## config.mk

```make
export PLATFORM = sky130hd
export DESIGN_NAME = csi2_rx_core
export DESIGN_NICKNAME = d
export VERILOG_FILES = /design/src/hw/csi2_pkg.sv /design/src/hw/pixel_pkg.sv /design/src/hw/csi2_header_ecc.sv /design/src/hw/csi2_pkt_parser.sv /design/src/hw/csi2_rx_core.sv /design/src/hw/raw10_gearbox.sv /design/src/hw/raw10_unpacker.sv
export SDC_FILE = /design/constraint.sdc
export NUM_CORES = 1
export LEC_CHECK = 0
export BUFFER_PORTS_ARGS = -buffer_cell sky130_fd_sc_hd__buf_2
export CORE_MARGIN = 5
export CORE_UTILIZATION = 60
export DETAILED_ROUTE_END_ITERATION = 6
export PLACE_DENSITY = 0.81
export SYNTH_ARGS = -nofsm -noshare
export SYNTH_HDL_FRONTEND = slang
export SYNTH_HIERARCHICAL = 1
export SYNTH_SLANG_ARGS = --single-unit
```

## constraint.sdc

```tcl
create_clock -name px_clk_i -period 16.1 [get_ports px_clk_i]
set_clock_uncertainty 0.2 [all_clocks]
set_input_delay 3.22 -clock px_clk_i [delete_from_list [all_inputs] [get_ports px_clk_i]]
set_output_delay 3.22 -clock px_clk_i [all_outputs]
set_load 0.01 [all_outputs]
```

## src/hw/csi2_pkg.sv

```systemverilog
package csi2_pkg;

  localparam int WORD_W     = 32;
  localparam int ECC_W      = 6;
  localparam int WC_W       = 16;
  localparam int DT_W       = 6;
  localparam int HDR_DATA_W = 24;  // Data identifier plus word count.

  // Bit offsets of the header fields inside the 32-bit word.
  localparam int HDR_DI_LSB  = 0;
  localparam int HDR_WC_LSB  = 8;
  localparam int HDR_ECC_LSB = 24;

  typedef enum logic [DT_W-1:0] {
    DT_FS    = 6'h00,
    DT_FE    = 6'h01,
    DT_RAW10 = 6'h2B
  } csi2_dt_e;

  // Parity bits touched by each header data bit, P5 in the MSB.
  localparam logic [HDR_DATA_W-1:0][ECC_W-1:0] ECC_SYND_TABLE = {
    6'h3B, 6'h37, 6'h2F, 6'h1F,  // D23..D20.
    6'h38, 6'h34, 6'h32, 6'h31,  // D19..D16.
    6'h2C, 6'h2A, 6'h29, 6'h26,
    6'h25, 6'h23, 6'h1C, 6'h1A,
    6'h19, 6'h16, 6'h15, 6'h13,
    6'h0E, 6'h0D, 6'h0B, 6'h07   // D3..D0.
  };

endpackage

```

## src/hw/pixel_pkg.sv

```systemverilog
package pixel_pkg;

  localparam int PIX_W       = 10;
  localparam int PIX_PER_GRP = 4;
  localparam int GRP_W       = PIX_W * PIX_PER_GRP;

  // RAW10 splits each pixel into an upper byte and two low bits.
  localparam int PIX_MSB_W = 8;
  localparam int PIX_LSB_W = PIX_W - PIX_MSB_W;

  // Gearbox residue buffer.
  localparam int GBX_BUF_W  = 72;
  localparam int GBX_FILL_W = $clog2(GBX_BUF_W + 1);

  typedef logic [PIX_W-1:0] pix_t;

endpackage

```

## src/hw/csi2_header_ecc.sv

```systemverilog
`timescale 1ns/1ps

module csi2_header_ecc (
  input  logic                        px_clk_i,
  input  logic                        rst_n_i,
  input  logic [csi2_pkg::WORD_W-1:0] word_i,
  input  logic                        word_valid_i,
  output logic [csi2_pkg::WORD_W-1:0] word_o,
  output logic                        valid_o,
  output logic                        is_hdr_o,
  output logic                        fixed_o,
  output logic                        bad_o
);

  import csi2_pkg::*;

  logic              hdr_now;
  logic [ECC_W-1:0]  synd;
  logic [WORD_W-1:0] hdr_fix;
  logic              synd_hit;
  logic              corr_ok;

  assign hdr_now = word_valid_i && !valid_o;  // First word after an idle cycle.

  // Recomputed parity folded with the received ECC.
  always_comb
  begin
    synd = word_i[HDR_ECC_LSB +: ECC_W];
    for (int i = 0; i < HDR_DATA_W; i++)
    begin
      if (word_i[i])
        synd = synd ^ ECC_SYND_TABLE[i];
    end
  end

  always_comb
  begin
    hdr_fix  = word_i;
    synd_hit = 1'b0;
    for (int i = 0; i < HDR_DATA_W; i++)
    begin
      if (synd == ECC_SYND_TABLE[i])
      begin
        hdr_fix[i] = ~word_i[i];
        synd_hit   = 1'b1;
      end
    end
  end

  // A lone parity bit flip leaves the data bits intact.
  assign corr_ok = synd_hit || $onehot(synd);

  always_ff @(posedge px_clk_i)
  begin
    if (!rst_n_i)
    begin
      valid_o  <= 1'b0;
      is_hdr_o <= 1'b0;
      fixed_o  <= 1'b0;
      bad_o    <= 1'b0;
    end
    else
    begin
      valid_o  <= word_valid_i;
      is_hdr_o <= hdr_now;
      fixed_o  <= hdr_now && (synd != '0) && corr_ok;
      bad_o    <= hdr_now && (synd != '0) && !corr_ok;
    end
  end

  always_ff @(posedge px_clk_i)
  begin
    word_o <= hdr_now ? hdr_fix : word_i;  // Payload passes untouched.
  end

  // A repaired header differs from the received one in at most one bit.
  a_fix_one_bit: assert property (@(posedge px_clk_i) disable iff (!rst_n_i)
    fixed_o |-> ($countones(word_o ^ $past(word_i)) <= 1));

endmodule

```

## src/hw/csi2_pkt_parser.sv

```systemverilog
`timescale 1ns/1ps

module csi2_pkt_parser (
  input  logic                        px_clk_i,
  input  logic                        rst_n_i,
  input  logic [csi2_pkg::WORD_W-1:0] word_i,
  input  logic                        valid_i,
  input  logic                        is_hdr_i,
  input  logic                        bad_i,
  output logic                        frame_start_o,
  output logic                        frame_end_o,
  output logic                        hdr_err_o,
  output logic [csi2_pkg::WORD_W-1:0] pay_word_o,
  output logic                        pay_valid_o,
  output logic                        pay_last_o
);

  import csi2_pkg::*;

  typedef enum logic [1:0] {
    S_HDR,
    S_PAYLOAD,
    S_SKIP,
    S_DROP
  } state_e;

  state_e          state;
  csi2_dt_e        hdr_dt;
  logic [WC_W-1:0] hdr_wc;
  logic [WC_W-3:0] hdr_words;
  logic            hdr_long;
  logic [WC_W-3:0] cnt;
  logic            cnt_end;

  assign hdr_dt    = csi2_dt_e'(word_i[HDR_DI_LSB +: DT_W]);
  assign hdr_wc    = word_i[HDR_WC_LSB +: WC_W];
  assign hdr_words = hdr_wc[WC_W-1:2];  // Four bytes per word.
  assign hdr_long  = word_i[HDR_DI_LSB + 4 +: 2] != 2'b00;  // Types 0x10 and up.
  assign cnt_end   = cnt == 1;

  always_ff @(posedge px_clk_i)
  begin
    if (!rst_n_i)
    begin
      state         <= S_HDR;
      cnt           <= '0;
      frame_start_o <= 1'b0;
      frame_end_o   <= 1'b0;
      hdr_err_o     <= 1'b0;
      pay_valid_o   <= 1'b0;
      pay_last_o    <= 1'b0;
    end
    else
    begin
      frame_start_o <= 1'b0;
      frame_end_o   <= 1'b0;
      hdr_err_o     <= 1'b0;
      pay_valid_o   <= 1'b0;
      pay_last_o    <= 1'b0;
      if (valid_i && is_hdr_i)
      begin
        if (bad_i)
        begin
          hdr_err_o <= 1'b1;
          state     <= S_DROP;  // Held until the next header.
        end
        else
        begin
          cnt   <= hdr_words;
          state <= S_HDR;
          case (hdr_dt)
            DT_FS:    frame_start_o <= 1'b1;
            DT_FE:    frame_end_o   <= 1'b1;
            DT_RAW10:
            begin
              if (hdr_words != '0)
                state <= S_PAYLOAD;
            end
            default:
            begin
              if (hdr_long && hdr_words != '0)
                state <= S_SKIP;
            end
          endcase
        end
      end
      else if (valid_i && (state == S_PAYLOAD || state == S_SKIP))
      begin
        pay_valid_o <= state == S_PAYLOAD;
        pay_last_o  <= (state == S_PAYLOAD) && cnt_end;
        cnt         <= cnt - 1'b1;
        if (cnt_end)
          state <= S_HDR;
      end
    end
  end

  always_ff @(posedge px_clk_i)
  begin
    if (valid_i)
      pay_word_o <= word_i;
  end

  // Word counts agree with the idle boundaries, so no header cuts into a counted packet.
  a_hdr_boundary: assert property (@(posedge px_clk_i) disable iff (!rst_n_i)
    (valid_i && is_hdr_i) |-> (state == S_HDR || state == S_DROP));

endmodule

```

## src/hw/csi2_rx_core.sv

```systemverilog
`timescale 1ns/1ps

module csi2_rx_core (
  input  logic                        px_clk_i,
  input  logic                        rst_n_i,
  input  logic [csi2_pkg::WORD_W-1:0] word_i,
  input  logic                        word_valid_i,
  output pixel_pkg::pix_t             pix_o [pixel_pkg::PIX_PER_GRP],
  output logic                        pix_valid_o,
  output logic                        line_start_o,
  output logic                        line_end_o,
  output logic                        frame_start_o,
  output logic                        frame_end_o,
  output logic                        hdr_fixed_o,
  output logic                        hdr_err_o
);

  import csi2_pkg::*;
  import pixel_pkg::*;

  logic [WORD_W-1:0] ecc_word;
  logic              ecc_valid;
  logic              ecc_is_hdr;
  logic              hdr_bad;
  logic [WORD_W-1:0] pay_word;
  logic              pay_valid;
  logic              pay_last;
  logic [GRP_W-1:0]  grp;
  logic              grp_valid;
  logic              grp_first;
  logic              grp_last;

  csi2_header_ecc u_ecc (
    .px_clk_i     ( px_clk_i     ),
    .rst_n_i      ( rst_n_i      ),
    .word_i       ( word_i       ),
    .word_valid_i ( word_valid_i ),
    .word_o       ( ecc_word     ),
    .valid_o      ( ecc_valid    ),
    .is_hdr_o     ( ecc_is_hdr   ),
    .fixed_o      ( hdr_fixed_o  ),
    .bad_o        ( hdr_bad      )
  );

  csi2_pkt_parser u_parser (
    .px_clk_i      ( px_clk_i      ),
    .rst_n_i       ( rst_n_i       ),
    .word_i        ( ecc_word      ),
    .valid_i       ( ecc_valid     ),
    .is_hdr_i      ( ecc_is_hdr    ),
    .bad_i         ( hdr_bad       ),
    .frame_start_o ( frame_start_o ),
    .frame_end_o   ( frame_end_o   ),
    .hdr_err_o     ( hdr_err_o     ),
    .pay_word_o    ( pay_word      ),
    .pay_valid_o   ( pay_valid     ),
    .pay_last_o    ( pay_last      )
  );

  raw10_gearbox u_gbx (
    .px_clk_i    ( px_clk_i  ),
    .rst_n_i     ( rst_n_i   ),
    .word_i      ( pay_word  ),
    .valid_i     ( pay_valid ),
    .last_i      ( pay_last  ),
    .grp_o       ( grp       ),
    .grp_valid_o ( grp_valid ),
    .grp_first_o ( grp_first ),
    .grp_last_o  ( grp_last  )
  );

  raw10_unpacker u_unpack (
    .px_clk_i     ( px_clk_i     ),
    .rst_n_i      ( rst_n_i      ),
    .grp_i        ( grp          ),
    .grp_valid_i  ( grp_valid    ),
    .first_i      ( grp_first    ),
    .last_i       ( grp_last     ),
    .pix_o        ( pix_o        ),
    .pix_valid_o  ( pix_valid_o  ),
    .line_start_o ( line_start_o ),
    .line_end_o   ( line_end_o   )
  );

endmodule

```

## src/hw/raw10_gearbox.sv

```systemverilog
`timescale 1ns/1ps

module raw10_gearbox (
  input  logic                        px_clk_i,
  input  logic                        rst_n_i,
  input  logic [csi2_pkg::WORD_W-1:0] word_i,
  input  logic                        valid_i,
  input  logic                        last_i,
  output logic [pixel_pkg::GRP_W-1:0] grp_o,
  output logic                        grp_valid_o,
  output logic                        grp_first_o,
  output logic                        grp_last_o
);

  import csi2_pkg::*;
  import pixel_pkg::*;

  logic [GBX_BUF_W-1:0]  buf_q;
  logic [GBX_BUF_W-1:0]  buf_rem;
  logic [GBX_BUF_W-1:0]  buf_d;
  logic [GBX_FILL_W-1:0] fill_q;
  logic [GBX_FILL_W-1:0] fill_rem;
  logic [GBX_FILL_W-1:0] fill_d;
  logic                  drain;
  logic                  first_pend;
  logic                  last_pend;
  logic                  grp_end;

  assign drain    = fill_q >= GBX_FILL_W'(GRP_W);
  assign buf_rem  = drain ? (buf_q >> GRP_W) : buf_q;
  assign fill_rem = drain ? (fill_q - GBX_FILL_W'(GRP_W)) : fill_q;
  assign grp_end  = drain && last_pend && (fill_rem == '0);

  always_comb
  begin
    buf_d  = buf_rem;
    fill_d = fill_rem;
    if (valid_i)
    begin
      buf_d  = buf_rem | (GBX_BUF_W'(word_i) << fill_rem);  // Append above the residue.
      fill_d = fill_rem + GBX_FILL_W'(WORD_W);
    end
  end

  always_ff @(posedge px_clk_i)
  begin
    if (!rst_n_i)
    begin
      buf_q       <= '0;
      fill_q      <= '0;
      first_pend  <= 1'b1;
      last_pend   <= 1'b0;
      grp_valid_o <= 1'b0;
      grp_first_o <= 1'b0;
      grp_last_o  <= 1'b0;
    end
    else
    begin
      buf_q       <= buf_d;
      fill_q      <= fill_d;
      grp_valid_o <= drain;
      grp_first_o <= drain && first_pend;
      grp_last_o  <= grp_end;
      if (drain)
        first_pend <= grp_end;  // Next group opens a new line.
      if (grp_end)
        last_pend <= 1'b0;
      else if (valid_i && last_i)
        last_pend <= 1'b1;
    end
  end

  always_ff @(posedge px_clk_i)
  begin
    if (drain)
      grp_o <= buf_q[GRP_W-1:0];
  end

  a_fill_max: assert property (@(posedge px_clk_i) disable iff (!rst_n_i)
    fill_q <= GBX_FILL_W'(GBX_BUF_W));

  // Line lengths from the parser leave no residue behind a line end.
  a_line_empty: assert property (@(posedge px_clk_i) disable iff (!rst_n_i)
    grp_last_o |-> fill_q == '0);

endmodule

```

## src/hw/raw10_unpacker.sv

```systemverilog
`timescale 1ns/1ps

module raw10_unpacker (
  input  logic                        px_clk_i,
  input  logic                        rst_n_i,
  input  logic [pixel_pkg::GRP_W-1:0] grp_i,
  input  logic                        grp_valid_i,
  input  logic                        first_i,
  input  logic                        last_i,
  output pixel_pkg::pix_t             pix_o [pixel_pkg::PIX_PER_GRP],
  output logic                        pix_valid_o,
  output logic                        line_start_o,
  output logic                        line_end_o
);

  import pixel_pkg::*;

  localparam int LSB_BYTE = PIX_MSB_W * PIX_PER_GRP;  // Start of the shared low-bit byte.

  always_ff @(posedge px_clk_i)
  begin
    if (grp_valid_i)
    begin
      // Byte i is the top of pixel i, two bits of byte 4 complete it.
      for (int i = 0; i < PIX_PER_GRP; i++)
      begin
        pix_o[i] <= {grp_i[PIX_MSB_W*i +: PIX_MSB_W],
                     grp_i[LSB_BYTE + PIX_LSB_W*i +: PIX_LSB_W]};
      end
    end
  end

  always_ff @(posedge px_clk_i)
  begin
    if (!rst_n_i)
    begin
      pix_valid_o  <= 1'b0;
      line_start_o <= 1'b0;
      line_end_o   <= 1'b0;
    end
    else
    begin
      pix_valid_o  <= grp_valid_i;
      line_start_o <= grp_valid_i && first_i;
      line_end_o   <= grp_valid_i && last_i;
    end
  end

endmodule

```

==> results of run 1 <==
==> through the flow <==
stage | instance area [µm²] | instances | power (µW)
2_1_floorplan | 12200 | 1167 | 966
3_3_place_gp | 12600 | 1455 | 1040
3_5_place_dp | 12600 | 1455 | 1040
4_1_cts | 13400 | 1500 | 1610
5_1_grt | 13400 | 1500 | 1690
6_report | 13400 | 1500 | 1610
==> per-layer routing <==
layer,routed length (µm),GRT usage [%],vias to the layer above
li1,-,-,4464
met2,15300,43.8,600
met4,1380,10.3,0
met1,13100,36.9,4567
met3,3330,5.11,117
met5,0,0,-
==> layout make-up <==
| cell class | count | area, µm² |
|---|---|---|
| clock buffers | 31 | 662 |
| clock inverters | 14 | 150 |
| fillers | 1567 | 6660 |
| inverters | 34 | 128 |
| multi-input cells | 806 | 5490 |
| flip-flops and latches | 253 | 6190 |
| well taps | 270 | 338 |
| repair buffers | 92 | 488 |
==> logic make-up after synthesis <==
logic type,count (synthesis),share of synthesized area (%)
simple gates,388,15.8
compound gates,310,18.7
flops,253,50.7
buf+inv,108,4.37
xor+xnor,71,6.98
mux,26,2.16
fa+ha+maj,11,1.25
==> report_power, final <==
part	total (µW)	switching, µW	internal (µW)	leakage (µW)
registers	709	24.5	684	0.00218
clock network	577	237	340	0.000394
logic	325	190	135	0.00226
==> sequential cells by signal, indices dropped and copies added (netlist names), 2 cells and up <==
signal	cells
u_parser/state	2
u_gbx/buf_q	72
u_parser/pay_word_o	32
u_gbx/grp_o	40
u_gbx/fill_q	4
u_unpack/pix_o	40
u_ecc/word_o	32
u_parser/cnt	14
==> cell usage in the layout, fill, tap and decap left out, types with 21 or more instances in the layout <==
| cell type | n |
|---|---|
| a311oi_1 | 22 |
| nor2_1 | 89 |
| buf_2 | 81 |
| clkbuf_16 | 25 |
| and3_1 | 21 |
| nand4_1 | 23 |
| xnor2_1 | 47 |
| a22o_1 | 22 |
| dfxtp_1 | 139 |
| o211ai_1 | 31 |
| a31oi_1 | 23 |
| nand2_1 | 110 |
| mux2i_1 | 23 |
| nand3_1 | 54 |
| edfxtp_1 | 112 |
| a21oi_1 | 41 |
| nor3_1 | 24 |
| o21ai_0 | 41 |
| inv_1 | 28 |
==> worst min-delay path by stage <==
stage	end	slack, ps	cells after the start
2_1_floorplan	u_parser/pay_word_o[24]	190	0
3_3_place_gp	u_parser/pay_word_o[6]	190	0
3_5_place_dp	u_parser/pay_word_o[9]	190	0
4_1_cts	u_parser/pay_word_o[9]	200	0
5_1_grt	u_parser/pay_word_o[28]	210	0
6_report	u_parser/pay_word_o[29]	200	0
==> impl_metrics.csv, run 1 <==
group,metric,value,unit
timing,tightestPinTransition,1250,ps
layout,layout.nets,1258,
synth,synthesis.nets,1213,
route,ant_nets,0,
floorplanning,boundaryPins,82,
critical_path,r2r_end,"u_gbx/buf_q[16]",
critical_path,crit_family,"XOR/XNOR gates",
synth,postSynthCellCount,1167,
clock_network,cts_tree,"built",
timing,fmax,0.139,GHz
placement,gp_congestion,0.954,
clock_network,numCtsBuffers,25,
timing,fin_tns_setup,0,ps
clock_network,cts.repair.resized,0,
clock_network,htreeDepth,1,
clock_network,cts-hold-fix-buffers,0,
grt,grt_usage,27.2,%
grt,grt_overflow,0,
outcome,status,"finished clean",
critical_path,rr_startpoint,"u_gbx/fill_q[3]",
clock_network,root_buffer,"clkbuf_16",
synth,synth_common_cells,"dfxtp_1 (141), edfxtp_1 (112), nand2_1 (110), nor2_1 (89), nand3_1 (54)",
clock_network,path_clk_slew,60,ps
critical_path,cp_slowest_stage_delay,490,ps
timing,setup_ws,8880,ps
grt,grt_antenna_before_repair,0,
placement,dp_hpwl,23.1,mm
timing,period_share,44.8,%
flow_run,max-cap-violations,0,
placement,portBuffers,81,
critical_path,crit_arrival,7470,ps
synth,synth_area_leader_cell,"edfxtp_1",
clock_network,cts_buffer_depth,3,
timing,slew_headroom,16.7,%
pwr,ir_drop,0.000125,V
critical_path,critPathKind,"input port to register",
route,drc,0,
floorplanning,die_height,153,µm
critical_path,cp-endpoint,"u_ecc/bad_o",
timing,layout_min_cycle_time,7220,ps
synth,synth_warnings,6,
timing,setup_violations,0,
critical_path,start_kind,"input port",
synth,avgSynthCellArea,10.5,µm²
critical_path,path_cells,"buf_2 -> xnor3_1 -> xnor3_1 -> xnor2_1 -> xnor2_1 -> ha_1 -> inv_1 -> ha_1 -> fa_1 -> and2_1 -> fa_1 -> nor4_1 -> a311o_1 -> a2111oi_2 -> and4_1",
synth,synth.area.top_cells,"edfxtp_1 (28%), dfxtp_1 (23%), nand2_1 (3.4%)",
critical_path,cp.required,16360,ps
pwr,power_density,120,nW/µm²
floorplanning,die_area,23300,µm²
worst_hold_path,min_from,"u_ecc/word_o[29]",
synth,async_flop_share,0,%
floorplanning,initial_core_util,60.7,%
worst_hold_path,hold_path_class,"register to register",
critical_path,cp_num_cells,15,
grt,first_global_vias,9160,
synth,yosys.area.top_type_share,27.6,%
floorplanning,coreArea,20100,µm²
placement,pre_cts_ws,8380,ps
critical_path,reg2reg_depth,11,
floorplanning,num_rows,52,
critical_path,crit_path_top_delay_cell,"xnor2_1",
layout,final_util,66.9,%
clock_network,clock-sinks,253,
route,drt_wl_total,33.1,mm
route,drtIter0Drc,1050,
timing,hold_ws,200,ps
layout,area_growth,10.2,%
clock_network,post-cts-setup-buffers,0,
route,wire_per_inst,22.1,µm
synth,synthesis.area,12200,µm²
synth,yosys.cell_types.count,93,
grt,grt_max_degree,88,
critical_path,rrSetupSlack,10960,ps
timing,slew_violations,0,
critical_path,endpoint_kind,"register",
floorplanning,dieWidth,153,µm
pwr,power.leakage,0.00484,µW
synth,yosysSeqAreaShare,50.7,%
critical_path,startpoint,"word_i[10]",
clock_network,clock_latency,520,ps
timing,rsz0062_at_grt,"false",
layout,diodes,0,
critical_path,crit_buf_inv,2,
synth,ys_seq_elements,253,
grt,grt_pass1_wl,51.6,mm
route,vias,9748,
critical_path,path_max_fanout,5,
synth,synthMostInstantiatedCell,"dfxtp_1",
route,first_pass_iters,6,
synth,synth_edf_count,112,
route,viasPerCell,6.50,
synth,ys.flop_type,"dfxtp_1",
layout,drive_gt1_share,15.0,%
timing,finalHoldViolCount,0,
(Power assumes the default switching activity.)
==> inputs of run 2 (changes only) <==
--- a/config.mk
+++ b/config.mk
@@ -5,6 +5,7 @@
 export SDC_FILE = /design/constraint.sdc
 export NUM_CORES = 1
 export LEC_CHECK = 0
+export ABC_AREA = 1
 export BUFFER_PORTS_ARGS = -buffer_cell sky130_fd_sc_hd__buf_2
 export CORE_MARGIN = 5
 export CORE_UTILIZATION = 60
==> constraint.sdc (replaced) <==
create_clock -name px_clk_i -period 7.1 [get_ports px_clk_i]
set_clock_uncertainty 0.2 [all_clocks]
set_input_delay 1.42 -clock px_clk_i [delete_from_list [all_inputs] [get_ports px_clk_i]]
set_output_delay 1.42 -clock px_clk_i [all_outputs]
set_load 0.01 [all_outputs]
==> run 2 against run 1 <==
Global-route usage decreased by 0.061 points. Die area decreased by 0.74%. Utilization increased by 0.10 points. Hold slack improved by 2.1 ps. Routed wire length decreased by 2.3%. Final cell count increased by 25%. Largest cell class unchanged. Largest power group unchanged.
==> impl_metrics.csv, run 2 <==
group,metric,value,unit
synth,ys.flop_type,"dfxtp_1",
route,drc,0,
clock_network,cts.repair.resized,0,
grt,first_global_vias,9745,
outcome,status,"finished clean",
timing,fin_tns_setup,0,ps
clock_network,htreeDepth,1,
layout,largest_reg_flops,72,
clock_network,cts_tree,"built",
synth,avgSynthCellArea,7.95,µm²
route,wire_per_inst,17.3,µm
clock_network,numCtsBuffers,25,
layout,fin_area,13400,µm²
synth,ys_seq_elements,253,
floorplanning,initial_core_util,60.4,%
grt,grt_usage,27.2,%
floorplanning,die_height,152,µm
synth,synth_warnings,6,
floorplanning,dieWidth,152,µm
clock_network,cts_buffer_depth,3,
grt,grt_antenna_before_repair,0,
layout,layout.nets,1626,
critical_path,crit_top_cell,"nand2_1",
synth,yosys.cell_types.count,42,
layout,drive_gt1_share,11.8,%
critical_path,rrSetupSlack,2890,ps
flow_run,max-cap-violations,0,
placement,placed_cell_area,12600,µm²
grt,grt_pass1_wl,51.1,mm
floorplanning,die_area,23100,µm²
timing,tightestPinTransition,1220,ps
timing,setup_violations,0,
critical_path,start_kind,"input port",
worst_hold_path,whs_endpoint,"u_parser/pay_word_o[31]",
layout,area_growth,10.9,%
critical_path,reg2reg_depth,12,
placement,dp_hpwl,23.4,mm
synth,synth_edf_count,112,
route,viasPerCell,5.50,
critical_path,critPathKind,"input port to register",
critical_path,r2r_end,"u_gbx/buf_q[54]",
worst_hold_path,hold_path_depth,0,
critical_path,crit_arrival,4700,ps
timing,period_share,63.4,%
pwr,power_density,249,nW/µm²
synth,synth.area.top_cells,"edfxtp_1 (28%), dfxtp_1 (23%), nand2_1 (15%)",
synth,synthMostInstantiatedCell,"nand2_1",
synth,postSynthCellCount,1522,
layout,top_register,"u_gbx/buf_q",
route,drt_wl_total,32.3,mm
route,drtIter0Drc,899,
placement,portBuffers,81,
timing,hold_ws,202,ps
floorplanning,coreArea,20000,µm²
synth,yosysSeqAreaShare,51.1,%
route,first_pass_iters,7,
timing,finalHoldViolCount,0,
floorplanning,boundaryPins,82,
floorplanning,num_rows,52,
worst_hold_path,hold_path_class,"register to register",
worst_hold_path,min_from,"u_ecc/word_o[31]",
timing,fmax,0.222,GHz
critical_path,path_max_fanout,4,
synth,yosys.area.top_type_share,27.8,%
critical_path,cp_slowest_stage_delay,470,ps
route,ant_nets,0,
clock_network,root_buffer,"clkbuf_16",
pwr,power.leakage,0.00601,µW
grt,grt_max_degree,84,
timing,layout_min_cycle_time,4500,ps
synth,synthesis.area,12100,µm²
synth,async_flop_share,0,%
clock_network,clock-sinks,253,
layout,diodes,0,
layout,final_cell_mix,"nand2_1 (484), nand3_1 (160), dfxtp_1 (140), inv_1 (131), nor2_1 (128)",
placement,gp_congestion,0.962,
critical_path,crit_path_top_delay_cell,"fa_1",
layout,register_area,6190,µm²
critical_path,cp.required,7300,ps
critical_path,endpoint_kind,"register",
synth,synthesis.nets,1568,
clock_network,clock_latency,520,ps
clock_network,path_clk_slew,60,ps
layout,layout_commonest_cell,"nand2_1",
synth,synth_common_cells,"nand2_1 (484), nand3_1 (160), dfxtp_1 (141), inv_1 (131), nor2_1 (128)",
pwr,ir_drop,0.000134,V
timing,rsz0062_at_grt,"false",
clock_network,post-cts-setup-buffers,0,
route,vias,10300,
grt,grt_overflow,0,
clock_network,cts-hold-fix-buffers,0,
layout,multiInputGateArea,5050,µm²
timing,slew_headroom,18.8,%
layout,fill_cells,1721,
critical_path,rr_startpoint,"u_gbx/fill_q[3]",
timing,slew_violations,0,
synth,synth_area_leader_cell,"edfxtp_1",
layout,top_regs,"u_gbx/buf_q x72, u_gbx/grp_o x40, u_unpack/pix_o x40",
-- run 2: cells by family after synthesis --
group / after synthesis / synth area share, %
AO/OA/AOI/OAI: 169 / 7.69
XOR/XNOR: 38 / 2.90
adder cells (fa/ha/maj): 11 / 1.26
buffers and inverters: 209 / 7.19
flip-flops: 253 / 51.1
multiplexers: 7 / 0.579
AND/OR/NAND/NOR: 835 / 29.3
-- run 2: critical path: cells and delay by family --
family | cells | cell delay (ps)
buffers and inverters | 5 | 480
and+or+nand+nor | 16 | 1310
adders and majority gates | 4 | 1470
-- run 2: worst max-delay path by stage --
stage,start,end,cells past startpoint
2_1_floorplan,word_i[22],u_ecc/fixed_o,26
3_3_place_gp,word_i[12],u_ecc/fixed_o,25
3_5_place_dp,word_i[7],u_ecc/fixed_o,27
4_1_cts,word_i[7],u_ecc/fixed_o,27
5_1_grt,word_i[22],u_ecc/bad_o,27
6_report,word_i[12],u_ecc/fixed_o,25
-- run 2: area by class of cell --
type                            count  area share, %
Clock buffer                       35           5.40
Timing Repair Buffer               85           3.24
Inverter                          155           4.39
Tap cell                          270           2.52
Sequential cell                   253           46.1
Clock inverter                     11          0.708
Multi-Input combinational cell   1060           37.6
-- run 2: metal layers --
metal / vias up / share of wire, % / global-route usage (%)
met1: 4693 / 40 / 34.3
met3: 101 / 6.2 / 3.41
met4: 0 / 5.9 / 13.7
met2: 430 / 48 / 46.1
li1: 5059 / - / -
met5: - / 0 / 0
-- run 2: metrics by stage --
stage                     cells  util [%]  worst slack, ps  total power, µW
after CTS                  1869      67.0             2650             3350
final                      1869      67.0             2600             3340
after global routing       1869      67.0             2240             3490
after detailed placement   1823      62.9             2090             2070
after floorplan            1522         -             2490             1940
after global placement     1823      62.9             2180             2060
-- run 2: where the power goes --
group,total (µW),switching (µW),internal (µW)
Clock,1290,541,752
Sequential,1570,24.1,1540
Combinational,475,319,156
==> inputs of run 3 (changes only) <==
==> constraint.sdc (replaced) <==
create_clock -name px_clk_i -period 4.15 [get_ports px_clk_i]
set_clock_uncertainty 0.2 [all_clocks]
set_input_delay 0.83 -clock px_clk_i [delete_from_list [all_inputs] [get_ports px_clk_i]]
set_output_delay 0.83 -clock px_clk_i [all_outputs]
set_load 0.01 [all_outputs]
==> run 3 against run 2 <==
Count of clock-buffer cells in the layout up 2. Worst setup slack worse by 2300 ps. Power up 72%. Routed wire length up 0.48%. Critical endpoint unchanged. Highest routed layer unchanged.
==> impl_metrics.csv, run 3 (same netlist as run 2, synthesis figures left out) <==
group,metric,value,unit
outcome,status,"finished clean",
floorplanning,boundaryPins,82,
grt,first_global_vias,9860,
timing,fin_tns_setup,0,ps
floorplanning,initial_core_util,60.4,%
timing,tightestPinTransition,1170,ps
grt,grt_antenna_before_repair,0,
timing,hold_ws,194,ps
layout,final_util,68.9,%
timing,fmax,0.261,GHz
layout,top_regs,"u_gbx/buf_q x72, u_gbx/grp_o x40, u_unpack/pix_o x40",
timing,setup_violations,0,
route,first_pass_iters,6,
clock_network,htreeDepth,1,
grt,grt_max_degree,69,
flow_run,max-cap-violations,0,
critical_path,endpoint_kind,"register",
layout,area_growth,14.1,%
floorplanning,die_area,23100,µm²
grt,grt_usage,27.3,%
clock_network,clock_latency,520,ps
floorplanning,die_height,152,µm
grt,grt_overflow,0,
clock_network,cts_buffer_depth,3,
route,ant_nets,0,
pwr,fin_total_pwr,5750,µW
pwr,power.leakage,0.00626,µW
worst_hold_path,hold_path_class,"register to register",
clock_network,root_buffer,"clkbuf_16",
clock_network,numCtsBuffers,25,
layout,largest_reg_flops,72,
clock_network,path_clk_slew,60,ps
route,drc,0,
pwr,power_density,416,nW/µm²
clock_network,cts_tree,"built",
layout,drive_gt1_share,14.5,%
timing,period_share,92.4,%
clock_network,cts-hold-fix-buffers,0,
floorplanning,num_rows,52,
clock_network,cts.repair.resized,0,
timing,rsz0062_at_grt,"false",
clock_network,post-cts-setup-buffers,0,
route,wire_per_inst,16.9,µm
grt,grt_pass1_wl,51.3,mm
floorplanning,dieWidth,152,µm
layout,fill_cells,1668,
clock_network,clock-sinks,253,
route,drt_wl_total,32.5,mm
floorplanning,coreArea,20000,µm²
layout,layout.nets,1679,
timing,layout_min_cycle_time,3840,ps
critical_path,cp.required,4350,ps
critical_path,crit_arrival,4030,ps
critical_path,start_kind,"input port",
route,viasPerCell,5.49,
placement,portBuffers,81,
placement,gp_congestion,0.993,
layout,layout_commonest_cell,"nand2_1",
critical_path,critPathKind,"input port to register",
critical_path,path_max_fanout,4,
pwr,ir_drop,0.000247,V
layout,stdcell_count,1923,
placement,dp_hpwl,23.9,mm
layout,final_cell_mix,"nand2_1 (484), nand3_1 (160), dfxtp_1 (140), inv_1 (131), nor2_1 (128)",
layout,top_register,"u_gbx/buf_q",
timing,slew_violations,0,
route,drtIter0Drc,1061,
timing,slew_headroom,22.3,%
route,vias,10600,
placement,dp_cells,1876,
timing,finalHoldViolCount,0,
==> run 3: changes by cell type in the layout (fill, tap and decap cells not counted), sizes merged <==
cell | previous run | this run
buf | 85 | 138
clkinv | 8 | 5
clkinvlp | 2 | 3
diode | 0 | 1
clkbuf | 35 | 37
==> run 3: power by group <==
part	switching (µW)	total [µW]	internal, µW	leakage [µW]
registers	43.2	2690	2640	0.00218
logic	553	858	305	0.00369
clock network	929	2200	1270	0.000388
==> run 3: path summary, 6_finish.rpt <==
check	startpoint	to	slack, ps	cells after the start
hold reg to reg	u_ecc/word_o[25]	u_parser/pay_word_o[25]	190	0
setup reg to reg	u_gbx/fill_q[3]	u_gbx/buf_q[68]	830	14
hold / removal	u_ecc/word_o[25]	u_parser/pay_word_o[25]	190	0
setup / recovery	word_i[7]	u_ecc/fixed_o	310	27
==> run 3: per-layer routing <==
metal  share of wire, %  vias up  track usage [%]
met5                  0        -                0
met4                4.5        0             11.3
met3                5.7       84             3.30
met2                 50      411             48.2
met1                 40     4895             33.9
li1                   -     5175                -
==> run 3: cell type report <==
type | instances | area (µm²) | share of cell area (%)
Antenna cell | 1 | 2.50 | 0.0181
Timing Repair Buffer | 138 | 833 | 6.03
Tap cell | 270 | 338 | 2.45
Multi-Input combinational cell | 1060 | 5050 | 36.6
Clock inverter | 9 | 88.8 | 0.643
Sequential cell | 253 | 6190 | 44.8
Clock buffer | 37 | 721 | 5.22
Inverter | 155 | 589 | 4.27
==> run 3: per-stage QoR <==
stage / cell area (µm²) / setup slack (ps)
4_1_cts: 13800 / 363
3_3_place_gp: 13000 / -117
3_5_place_dp: 13000 / -196
6_report: 13800 / 314
5_1_grt: 13800 / 26.8
2_1_floorplan: 12100 / 132
==> run 3: worst max-delay path, stage by stage <==
cell and delay, ps:
buf_2 120, inv_1 90, nand2_1 50, nand2_1 120
nand2_1 80, nand2_1 70, nand2_1 40, nand2_1 60
nand2_1 70, nand2_1 70, nand2_1 60, nand2_1 90
inv_1 50, ha_1 270, inv_1 40, ha_1 270
fa_1 450, nand2_1 100, inv_1 50, fa_1 490
nor2_1 50, nand3_1 90, nand3_1 80, nor2_1 120
nand2_1 70, nor2_1 100, nor2_1 50
